<file path="config.mk">
export PLATFORM = sky130hd
export DESIGN_NAME = port_stats_top
export DESIGN_NICKNAME = d
export VERILOG_FILES = /design/src/design/port_stats_pkg.sv /design/src/design/port_traffic_counters.sv /design/src/design/port_stats_snapshot.sv /design/src/design/port_stats_regs.sv /design/src/design/port_stats_top.sv
export VERILOG_INCLUDE_DIRS = /design/src /design/src/include
export SDC_FILE = /design/constraint.sdc
export NUM_CORES = 2
export LEC_CHECK = 0
export BUFFER_PORTS_ARGS = -buffer_cell sky130_fd_sc_hd__buf_4
export CAP_MARGIN = 10
export CORE_ASPECT_RATIO = 1.1
export CORE_MARGIN = 1.5
export CORE_UTILIZATION = 65
export CTS_BUF_LIST = sky130_fd_sc_hd__clkbuf_4 sky130_fd_sc_hd__clkbuf_8
export CTS_CLUSTER_DIAMETER = 200
export DETAILED_ROUTE_END_ITERATION = 7
export GPL_ROUTABILITY_DRIVEN = 0
export PLACE_DENSITY = 0.83
export RECOVER_POWER = 50
export SYNTH_ARGS = -nofsm -noshare
export SYNTH_HDL_FRONTEND = slang
export SYNTH_SLANG_ARGS = --single-unit
</file>
<file path="constraint.sdc">
create_clock -name core_clk_ifc -period 4.1 [get_ports core_clk_ifc]
set_input_delay 0.205 -clock core_clk_ifc [delete_from_list [all_inputs] [get_ports core_clk_ifc]]
set_output_delay 0.205 -clock core_clk_ifc [all_outputs]
set_load 0.01 [all_outputs]
</file>
<file path="src/include/port_stats_macros.svh">
// Build constants for the port statistics block
// Port counts stay at or below 32 so one register holds a bit per port
`ifndef PORT_STATS_MACROS_SVH
`define PORT_STATS_MACROS_SVH

// Port counts
`define ING_PORTS       4
`define EGR_PORTS       2

// Counter widths, egress kept narrow
`define ING_CNT_WIDTH   32
`define EGR_CNT_WIDTH   24
`define PKT_LEN_WIDTH   16

// Register file geometry, word addressed
`define REG_ADDR_WIDTH  6
`define REG_DATA_WIDTH  32

`define MODULE_ID       16'h5053
`define VERSION_MAJOR   8'd1
`define VERSION_MINOR   8'd0

`endif

</file>
<file path="src/design/port_stats_pkg.sv">
// Statistics structs and register map of the port statistics block
// The map must fit in REG_ADDR_WIDTH bits for the configured port counts
`include "port_stats_macros.svh"

package port_stats_pkg;

    localparam int CNTRS_PER_PORT = 4; // Packets, bytes, errors, drops

    //////////////////////////////
    // Per-port statistics, drop in the top bits
    typedef struct packed {
        logic [`ING_CNT_WIDTH-1:0] drop;
        logic [`ING_CNT_WIDTH-1:0] err;
        logic [`ING_CNT_WIDTH-1:0] bytes;
        logic [`ING_CNT_WIDTH-1:0] pkts;
    } ing_port_stats_t;

    typedef struct packed {
        logic [`EGR_CNT_WIDTH-1:0] drop;
        logic [`EGR_CNT_WIDTH-1:0] err;
        logic [`EGR_CNT_WIDTH-1:0] bytes;
        logic [`EGR_CNT_WIDTH-1:0] pkts;
    } egr_port_stats_t;

    //////////////////////////////
    // Word addresses
    typedef enum logic [`REG_ADDR_WIDTH-1:0] {
        VERSION_ID         = 0,  // Major, minor, module id
        NUM_REGS           = 1,
        ING_ENABLE_CON     = 2,
        EGR_ENABLE_CON     = 3,
        ING_CONNECTED_STAT = 4,
        EGR_CONNECTED_STAT = 5,
        ING_SAMPLE_CON     = 6,
        EGR_SAMPLE_CON     = 7,
        ING_COUNTERS_START = 8,
        EGR_COUNTERS_START = `REG_ADDR_WIDTH'(8 + `ING_PORTS * CNTRS_PER_PORT),
        TOTAL_REGS = `REG_ADDR_WIDTH'(8 + (`ING_PORTS + `EGR_PORTS) * CNTRS_PER_PORT)
    } reg_addr_e;

endpackage

</file>
<file path="src/design/port_traffic_counters.sv">
// Wrapping per-port traffic counters; a clear keeps the event of its own cycle
// pkt_len is only looked at in cycles where pkt_done is high
`timescale 1ns/10ps
`include "port_stats_macros.svh"
`default_nettype none

module port_traffic_counters #(
    parameter int NUM_PORTS = `ING_PORTS,
    parameter int CNT_WIDTH = `ING_CNT_WIDTH
) (
    input  var logic                                     core_clk_ifc,
    input  var logic                                     peripheral_sresetn_core,

    input  var logic [NUM_PORTS-1:0]                     pkt_done,
    input  var logic [NUM_PORTS-1:0][`PKT_LEN_WIDTH-1:0] pkt_len,
    input  var logic [NUM_PORTS-1:0]                     pkt_err,
    input  var logic [NUM_PORTS-1:0]                     buf_full_drop,
    input  var logic [NUM_PORTS-1:0]                     cnts_clear,

    output var logic [NUM_PORTS-1:0]
                     [port_stats_pkg::CNTRS_PER_PORT*CNT_WIDTH-1:0] live_stats
);

    for (genvar p = 0; p < NUM_PORTS; p++) begin : g_port
        logic [CNT_WIDTH-1:0] pkt_cnt;
        logic [CNT_WIDTH-1:0] byte_cnt;
        logic [CNT_WIDTH-1:0] err_cnt;
        logic [CNT_WIDTH-1:0] drop_cnt;
        logic [CNT_WIDTH-1:0] byte_inc;

        assign byte_inc = pkt_done[p] ? CNT_WIDTH'(pkt_len[p]) : '0;

        // Clear restarts from this cycle's increment, nothing dropped
        always_ff @(posedge core_clk_ifc) begin
            if (!peripheral_sresetn_core) begin
                pkt_cnt  <= '0;
                byte_cnt <= '0;
                err_cnt  <= '0;
                drop_cnt <= '0;
            end else begin
                pkt_cnt  <= (cnts_clear[p] ? '0 : pkt_cnt)  + CNT_WIDTH'(pkt_done[p]);
                byte_cnt <= (cnts_clear[p] ? '0 : byte_cnt) + byte_inc;
                err_cnt  <= (cnts_clear[p] ? '0 : err_cnt)  + CNT_WIDTH'(pkt_err[p]);
                drop_cnt <= (cnts_clear[p] ? '0 : drop_cnt) + CNT_WIDTH'(buf_full_drop[p]);
            end
        end

        // Same field order as the stats structs
        assign live_stats[p] = {drop_cnt, err_cnt, byte_cnt, pkt_cnt};

        // Upstream MAC must present a length with every completed packet
        a_pkt_len_known: assert property (@(posedge core_clk_ifc)
            disable iff (!peripheral_sresetn_core)
            pkt_done[p] |-> !$isunknown(pkt_len[p]));
    end

endmodule

`default_nettype wire

</file>
<file path="src/design/port_stats_snapshot.sv">
// Latches live statistics on a rising sample bit and clears the counters
// A sample bit must drop back low before the port can be sampled again
`timescale 1ns/10ps
`default_nettype none

module port_stats_snapshot #(
    parameter type stats_t   = logic [127:0],
    parameter int  NUM_PORTS = 1
) (
    input  var logic                   core_clk_ifc,
    input  var logic                   peripheral_sresetn_core,

    input  var logic   [NUM_PORTS-1:0] sample_req,
    input  var stats_t [NUM_PORTS-1:0] live_stats,

    output var stats_t [NUM_PORTS-1:0] held_stats,
    output var logic   [NUM_PORTS-1:0] cnts_clear
);

    logic [NUM_PORTS-1:0] sample_req_d;
    logic [NUM_PORTS-1:0] sample_rise;

    assign sample_rise = sample_req & ~sample_req_d;

    //////////////////////////////
    // Edge detect and clear pulse
    always_ff @(posedge core_clk_ifc) begin
        if (!peripheral_sresetn_core) begin
            sample_req_d <= '0;
            cnts_clear   <= '0;
        end else begin
            sample_req_d <= sample_req;
            cnts_clear   <= sample_rise; // Counters restart one cycle after the latch
        end
    end

    // Snapshot registers
    always_ff @(posedge core_clk_ifc) begin
        if (!peripheral_sresetn_core) begin
            held_stats <= '0;
        end else begin
            for (int p = 0; p < NUM_PORTS; p++) begin
                if (sample_rise[p]) begin
                    held_stats[p] <= live_stats[p];
                end
            end
        end
    end

    // A pulse that lasts two cycles would throw away an extra cycle of traffic
    a_clear_single_cycle: assert property (@(posedge core_clk_ifc)
        disable iff (!peripheral_sresetn_core)
        (cnts_clear != '0) |=> ((cnts_clear & $past(cnts_clear)) == '0));

endmodule

`default_nettype wire

</file>
<file path="src/design/port_stats_regs.sv">
// Word-addressed register file with single-cycle read and write strobes
// Reads answer one cycle later; writes to read-only or undefined words are dropped
`timescale 1ns/10ps
`include "port_stats_macros.svh"
`default_nettype none

module port_stats_regs (
    input  var logic                          core_clk_ifc,
    input  var logic                          peripheral_sresetn_core,

    input  var logic                          wr_en,
    input  var logic                          rd_en,
    input  var logic [`REG_ADDR_WIDTH-1:0]    addr,
    input  var logic [`REG_DATA_WIDTH-1:0]    wr_data,
    output var logic [`REG_DATA_WIDTH-1:0]    rd_data,
    output var logic                          rd_valid,
    output var logic                          rd_error,

    input  var logic [`ING_PORTS-1:0]         ing_connected,
    input  var logic [`EGR_PORTS-1:0]         egr_connected,
    input  var port_stats_pkg::ing_port_stats_t [`ING_PORTS-1:0] ing_held,
    input  var port_stats_pkg::egr_port_stats_t [`EGR_PORTS-1:0] egr_held,

    output var logic [`ING_PORTS-1:0]         ing_port_enable,
    output var logic [`EGR_PORTS-1:0]         egr_port_enable,
    output var logic [`ING_PORTS-1:0]         ing_sample_req,
    output var logic [`EGR_PORTS-1:0]         egr_sample_req
);

    import port_stats_pkg::*;

    logic [`ING_PORTS-1:0]      ing_enable_con;
    logic [`EGR_PORTS-1:0]      egr_enable_con;
    logic [`REG_DATA_WIDTH-1:0] rd_word;
    logic                       addr_undefined;

    assign addr_undefined = (addr >= TOTAL_REGS);

    //////////////////////////////
    // Control registers
    always_ff @(posedge core_clk_ifc) begin
        if (!peripheral_sresetn_core) begin
            ing_enable_con  <= '1;
            egr_enable_con  <= '1;
            ing_sample_req  <= '0;
            egr_sample_req  <= '0;
            ing_port_enable <= '1;
            egr_port_enable <= '1;
        end else begin
            ing_port_enable <= ing_enable_con; // Outputs trail the register by a cycle
            egr_port_enable <= egr_enable_con;
            if (wr_en) begin
                // Only the valid port bits are kept
                case (addr)
                    ING_ENABLE_CON: ing_enable_con <= wr_data[`ING_PORTS-1:0];
                    EGR_ENABLE_CON: egr_enable_con <= wr_data[`EGR_PORTS-1:0];
                    ING_SAMPLE_CON: ing_sample_req <= wr_data[`ING_PORTS-1:0];
                    EGR_SAMPLE_CON: egr_sample_req <= wr_data[`EGR_PORTS-1:0];
                    default: ;                 // Read-only or undefined
                endcase
            end
        end
    end

    //////////////////////////////
    // Read data select
    always_comb begin : read_mux
        int unsigned ofs;
        logic [CNTRS_PER_PORT*`ING_CNT_WIDTH-1:0] ing_vec;
        logic [CNTRS_PER_PORT*`EGR_CNT_WIDTH-1:0] egr_vec;

        rd_word = '0;
        ofs     = 0;
        ing_vec = '0;
        egr_vec = '0;
        if (addr >= ING_COUNTERS_START && addr < EGR_COUNTERS_START) begin
            // Four words per port, packets first
            ofs     = int'(addr - ING_COUNTERS_START);
            ing_vec = ing_held[ofs / CNTRS_PER_PORT];
            rd_word = ing_vec[(ofs % CNTRS_PER_PORT)*`ING_CNT_WIDTH +: `ING_CNT_WIDTH];
        end else if (addr >= EGR_COUNTERS_START && !addr_undefined) begin
            ofs     = int'(addr - EGR_COUNTERS_START);
            egr_vec = egr_held[ofs / CNTRS_PER_PORT];
            rd_word = `REG_DATA_WIDTH'(
                egr_vec[(ofs % CNTRS_PER_PORT)*`EGR_CNT_WIDTH +: `EGR_CNT_WIDTH]);
        end else begin
            case (addr)
                VERSION_ID:         rd_word = {`VERSION_MAJOR, `VERSION_MINOR, `MODULE_ID};
                NUM_REGS:           rd_word = `REG_DATA_WIDTH'(TOTAL_REGS);
                ING_ENABLE_CON:     rd_word = `REG_DATA_WIDTH'(ing_enable_con);
                EGR_ENABLE_CON:     rd_word = `REG_DATA_WIDTH'(egr_enable_con);
                ING_CONNECTED_STAT: rd_word = `REG_DATA_WIDTH'(ing_connected);
                EGR_CONNECTED_STAT: rd_word = `REG_DATA_WIDTH'(egr_connected);
                ING_SAMPLE_CON:     rd_word = `REG_DATA_WIDTH'(ing_sample_req);
                EGR_SAMPLE_CON:     rd_word = `REG_DATA_WIDTH'(egr_sample_req);
                default:            rd_word = '0; // Undefined reads as zero
            endcase
        end
    end

    // Read response
    always_ff @(posedge core_clk_ifc) begin
        if (!peripheral_sresetn_core) begin
            rd_valid <= 1'b0;
            rd_error <= 1'b0;
        end else begin
            rd_valid <= rd_en;
            rd_error <= rd_en & addr_undefined;
        end
    end

    always_ff @(posedge core_clk_ifc) begin
        if (rd_en) begin
            rd_data <= rd_word;
        end
    end

    // Software side issues one strobe at a time
    a_no_rd_wr_overlap: assert property (@(posedge core_clk_ifc)
        disable iff (!peripheral_sresetn_core)
        !(wr_en && rd_en));

endmodule

`default_nettype wire

</file>
<file path="src/design/port_stats_top.sv">
// Port statistics block: counter banks, snapshots and register file
// Single clock; pkt_len is packed per port, PKT_LEN_WIDTH bits each
`timescale 1ns/10ps
`include "port_stats_macros.svh"
`default_nettype none

module port_stats_top (
    input  var logic                                      core_clk_ifc,
    input  var logic                                      peripheral_sresetn_core,

    input  var logic                                      wr_en,
    input  var logic                                      rd_en,
    input  var logic [`REG_ADDR_WIDTH-1:0]                addr,
    input  var logic [`REG_DATA_WIDTH-1:0]                wr_data,
    output var logic [`REG_DATA_WIDTH-1:0]                rd_data,
    output var logic                                      rd_valid,
    output var logic                                      rd_error,

    input  var logic [`ING_PORTS-1:0]                     ing_pkt_done,
    input  var logic [`ING_PORTS-1:0][`PKT_LEN_WIDTH-1:0] ing_pkt_len,
    input  var logic [`ING_PORTS-1:0]                     ing_pkt_err,
    input  var logic [`ING_PORTS-1:0]                     ing_buf_full_drop,
    input  var logic [`EGR_PORTS-1:0]                     egr_pkt_done,
    input  var logic [`EGR_PORTS-1:0][`PKT_LEN_WIDTH-1:0] egr_pkt_len,
    input  var logic [`EGR_PORTS-1:0]                     egr_pkt_err,
    input  var logic [`EGR_PORTS-1:0]                     egr_buf_full_drop,
    input  var logic [`ING_PORTS-1:0]                     ing_connected,
    input  var logic [`EGR_PORTS-1:0]                     egr_connected,

    output var logic [`ING_PORTS-1:0]                     ing_port_enable,
    output var logic [`EGR_PORTS-1:0]                     egr_port_enable,
    output var logic [`ING_PORTS-1:0]                     ing_cnts_clear,
    output var logic [`EGR_PORTS-1:0]                     egr_cnts_clear
);

    import port_stats_pkg::*;

    ing_port_stats_t [`ING_PORTS-1:0] ing_live;
    ing_port_stats_t [`ING_PORTS-1:0] ing_held;
    egr_port_stats_t [`EGR_PORTS-1:0] egr_live;
    egr_port_stats_t [`EGR_PORTS-1:0] egr_held;
    logic            [`ING_PORTS-1:0] ing_sample_req;
    logic            [`EGR_PORTS-1:0] egr_sample_req;

    //////////////////////////////
    // Ingress path
    port_traffic_counters #(
        .NUM_PORTS ( `ING_PORTS     ),
        .CNT_WIDTH ( `ING_CNT_WIDTH )
    ) ing_counters_inst (
        .core_clk_ifc            ( core_clk_ifc            ),
        .peripheral_sresetn_core ( peripheral_sresetn_core ),
        .pkt_done                ( ing_pkt_done            ),
        .pkt_len                 ( ing_pkt_len             ),
        .pkt_err                 ( ing_pkt_err             ),
        .buf_full_drop           ( ing_buf_full_drop       ),
        .cnts_clear              ( ing_cnts_clear          ),
        .live_stats              ( ing_live                )
    );

    port_stats_snapshot #(
        .stats_t   ( ing_port_stats_t ),
        .NUM_PORTS ( `ING_PORTS       )
    ) ing_snapshot_inst (
        .core_clk_ifc            ( core_clk_ifc            ),
        .peripheral_sresetn_core ( peripheral_sresetn_core ),
        .sample_req              ( ing_sample_req          ),
        .live_stats              ( ing_live                ),
        .held_stats              ( ing_held                ),
        .cnts_clear              ( ing_cnts_clear          )
    );

    //////////////////////////////
    // Egress path, 24-bit counters
    port_traffic_counters #(
        .NUM_PORTS ( `EGR_PORTS     ),
        .CNT_WIDTH ( `EGR_CNT_WIDTH )
    ) egr_counters_inst (
        .core_clk_ifc            ( core_clk_ifc            ),
        .peripheral_sresetn_core ( peripheral_sresetn_core ),
        .pkt_done                ( egr_pkt_done            ),
        .pkt_len                 ( egr_pkt_len             ),
        .pkt_err                 ( egr_pkt_err             ),
        .buf_full_drop           ( egr_buf_full_drop       ),
        .cnts_clear              ( egr_cnts_clear          ),
        .live_stats              ( egr_live                )
    );

    port_stats_snapshot #(
        .stats_t   ( egr_port_stats_t ),
        .NUM_PORTS ( `EGR_PORTS       )
    ) egr_snapshot_inst (
        .core_clk_ifc            ( core_clk_ifc            ),
        .peripheral_sresetn_core ( peripheral_sresetn_core ),
        .sample_req              ( egr_sample_req          ),
        .live_stats              ( egr_live                ),
        .held_stats              ( egr_held                ),
        .cnts_clear              ( egr_cnts_clear          )
    );

    // Register file
    port_stats_regs port_stats_regs_inst (
        .core_clk_ifc            ( core_clk_ifc            ),
        .peripheral_sresetn_core ( peripheral_sresetn_core ),
        .wr_en                   ( wr_en                   ),
        .rd_en                   ( rd_en                   ),
        .addr                    ( addr                    ),
        .wr_data                 ( wr_data                 ),
        .rd_data                 ( rd_data                 ),
        .rd_valid                ( rd_valid                ),
        .rd_error                ( rd_error                ),
        .ing_connected           ( ing_connected           ),
        .egr_connected           ( egr_connected           ),
        .ing_held                ( ing_held                ),
        .egr_held                ( egr_held                ),
        .ing_port_enable         ( ing_port_enable         ),
        .egr_port_enable         ( egr_port_enable         ),
        .ing_sample_req          ( ing_sample_req          ),
        .egr_sample_req          ( egr_sample_req          )
    );

endmodule

`default_nettype wire

</file>
==> run metrics <==
top cells by area in the synthesized netlist dfxtp_1 (43%), nand2_1 (9.9%), a21oi_1 (6.8%), mux4_2 (6.5%), nor2_1 (3.8%); Worst-Skew Late Latency 0.91 ns; vias 58.54k; Synth Warn # 0; final setup fails 0; run status finished with violations; Setup Crit Path Kind in2reg; Pins Over Slew Limit 68; ANT nets after route 0; setup slack on the worst flop-to-flop path 0.51 ns; post-route cell area 75610 um2; htree depth 4; Final Critical Period 3.831 ns; Post-synth EDFFs 32; Register Area 29800 um2; drt via density 6.066; synthesized flop and latch total 1472; dpl ws 0.6845 ns; initial antenna violation count 2; CP arrival 4.65 ns; Die Ht 339.9 um; slew margin rel. -72.04%; first-pass GRT wire length 305800 um; Worst-Margin Slew 2.581 ns; # IOs 208; crit end category register; Syn Inst Count 7892; CTS tree done; CTS buffer count 221; total of max-cap violations 2; Leakage 26.89 nW; dpl hpwl 135600 um; Fin Hold WS 0.06456 ns; area leader, netlist dfxtp_1; Multi-input gate area 35200 um2; failing checks design-rule violations, max-capacitance violations, max-slew violations; Tcrit/Tclk final 93.43%; number of remaining DRC errors 2; vias in the first global route 56.72k; final number of hold-violating endpoints 0; Post-CTS Resized 0; DR WL/cell 20.49 um; P&R area growth vs syn 12.75%; Rows 123; largest family of logic cells by synthesized area simple AND/OR/NAND/NOR gates; Fmax 261.0 MHz; Avg Inst Size Synth 8.497 um2; final WL 197700 um; CTS Root Buffer Type clkbuf_8; post-synthesis simple-gate area fraction 25.07%; CP Max Fanout 81; setup TNS 0 ns; Post-Synth Adder-Cell Area 2.642%; ys async rst share 0%; startpoint types primary input; largest net degree at the start of global routing 136; Layout Nets 8401; global route overflow 0; clock sinks 1472; Setup WS post-layout 0.2692 ns; dpl cell area 69530 um2; starting density of the core 65.53%; Synth Area in Compound Gates 10.57%; # port buffers 179; XOR/XNOR Fraction of Synth Area 6.752%; core area 102300 um2; Clock Tree Buf Depth 3; Core Util, Final 73.88%; prevailing post-synth register cell dfxtp_1; RSZ-0062 raised after global routing false; share of cells above drive strength 1 10.84%; Final Skew 0.04337 ns; Die W 309.3 um; Initial DRT Pass Iterations 8; multiplexer share of the synthesized area 7.303%; DRT iter0 DRCs 6318; Pwr Density 393.5 nW/um2; worst hold path type in2reg; Seq/Total Area, Yosys 44.42%; DIE AREA 105100 um2; Max VDD drop 0.4020 mV; GRT Resource Usage Total 37.13%; area share of the largest cell type after synthesis 42.99%; Yosys cell types 85; critical path data required time 4.92 ns; syn_nets 8192; number of fill cells 7194; clock slew at reported path FFs 0.06 ns; area of the mapped netlist 67060 um2
sequential cells by signal, summed over array words and instances (netlist names), 32 cells and up:
name,cells
ing_counters_inst.g_port.err_cnt,128
egr_counters_inst.g_port.drop_cnt,48
ing_counters_inst.g_port.byte_cnt,128
egr_counters_inst.g_port.err_cnt,48
ing_counters_inst.g_port.drop_cnt,128
port_stats_regs_inst.rd_data,32
egr_counters_inst.g_port.pkt_cnt,48
ing_snapshot_inst.held_stats,512
ing_counters_inst.g_port.pkt_cnt,128
egr_counters_inst.g_port.byte_cnt,48
egr_snapshot_inst.held_stats,192
critical path, stage by stage:
cell and delay, ns:
dlygate4sd3_1 0.52, clkbuf_1 1.81, inv_8 0.65, clkbuf_4 0.73
buf_4 0.42, a21oi_1 0.18
layout make-up:
cell class / instances / share of cell area (%)
flip-flops and latches: 1472 / 39.41
clock buffers: 355 / 5.833
multi-input cells: 5850 / 46.55
clock inverters: 39 / 0.4700
inverters: 116 / 0.5858
well taps: 1375 / 2.275
diodes: 2 / 0.006619
repair buffers: 440 / 4.864
logic make-up (layout without fill, tap and decap cells):
| kind of cell | count (synthesis) | after routing |
|---|---|---|
| adders and majority gates | 138 | 138 |
| buffers and inverters | 570 | 950 |
| AOI/OAI and AO/OA | 1292 | 1292 |
| other | 0 | 2 |
| DFF | 1472 | 1472 |
| muxes | 247 | 247 |
| and+or+nand+nor | 3656 | 3656 |
| xor gates and xnor gates | 517 | 517 |
repair_timing:
| item | 4_1_cts | 5_1_grt |
|---|---|---|
| hold endpoints to repair | 215 | 0 |
| buffers inserted | 0 | 0 |
| hold buffers | 156 | 0 |
final timing paths:
kind | from | end | cells after the start
min reg2reg | ing_counters_inst.g_port[0].byte_cnt[1]$_SDFF_PN0_ | ing_snapshot_inst.held_stats[33]$_SDFFE_PN0P_ | 2
max reg2reg | ing_snapshot_inst.cnts_clear[1]$_SDFF_PN0_ | ing_counters_inst.g_port[1].byte_cnt[12]$_SDFF_PN0_ | 11
min | egr_pkt_len[29] | egr_counters_inst.g_port[1].byte_cnt[13]$_SDFF_PN0_ | 6
max | peripheral_sresetn_core | egr_snapshot_inst.held_stats[10]$_SDFFE_PN0P_ | 6
synth_stat cells (132+ instances only):
cell,number
o21ai_0,158
nand3_1,185
dfxtp_1,1440
xor2_1,231
nor2_1,677
nand2_1,1766
clkbuf_1,398
ha_1,132
xnor2_1,286
nor2b_1,267
and2_1,173
mux4_2,193
a21oi_1,909
layer usage:
metal / GRT usage [%] / wire length (um)
met1: 43.42 / 72200
met5: 0 / 15
met4: 34.53 / 20630
met2: 57.49 / 88600
met3: 7.061 / 16290
cell usage in the layout (no fill, tap or decap), types with 16 or more instances in the layout:
cell,netlist,layout
nand2_1,1766,1763
dfxtp_1,1440,1434
a21oi_1,909,909
nor2_1,677,677
xnor2_1,286,286
clkbuf_8,0,279
nor2b_1,267,261
xor2_1,231,231
buf_4,0,217
mux4_2,193,193
nand3_1,185,185
o21ai_0,158,158
dlygate4sd3_1,0,156
and2_1,173,154
ha_1,132,132
nand4_1,113,113
inv_1,113,112
or3_1,93,93
nand2b_1,90,83
clkbuf_4,0,80
and3_1,74,74
nor3_1,49,49
mux2i_1,46,46
clkbuf_1,398,44
a21o_1,38,38
edfxtp_1,32,32
and4_1,29,29
nor3b_1,26,26
clkinv_2,0,22
and2_0,1,20
nor4_1,19,19
a31oi_1,19,19
o22ai_1,18,18
o21bai_1,17,17
o21a_1,16,16
report_power, final:
group / leakage [nW] / switching, mW / internal, mW / total, mW
registers: 12.0 / 0.139 / 14.6 / 14.7
clock network: 2.55 / 5.77 / 7.00 / 12.8
logic: 12.4 / 1.31 / 0.957 / 2.27
through the flow:
step,instances,power [mW]
global placement,9097,16.99
floorplan,7892,16.45
finish,9649,29.75
detailed placement,9097,17.06
CTS,9647,29.73
global route,9649,30.68
Power figures use the tool's default switching activity.
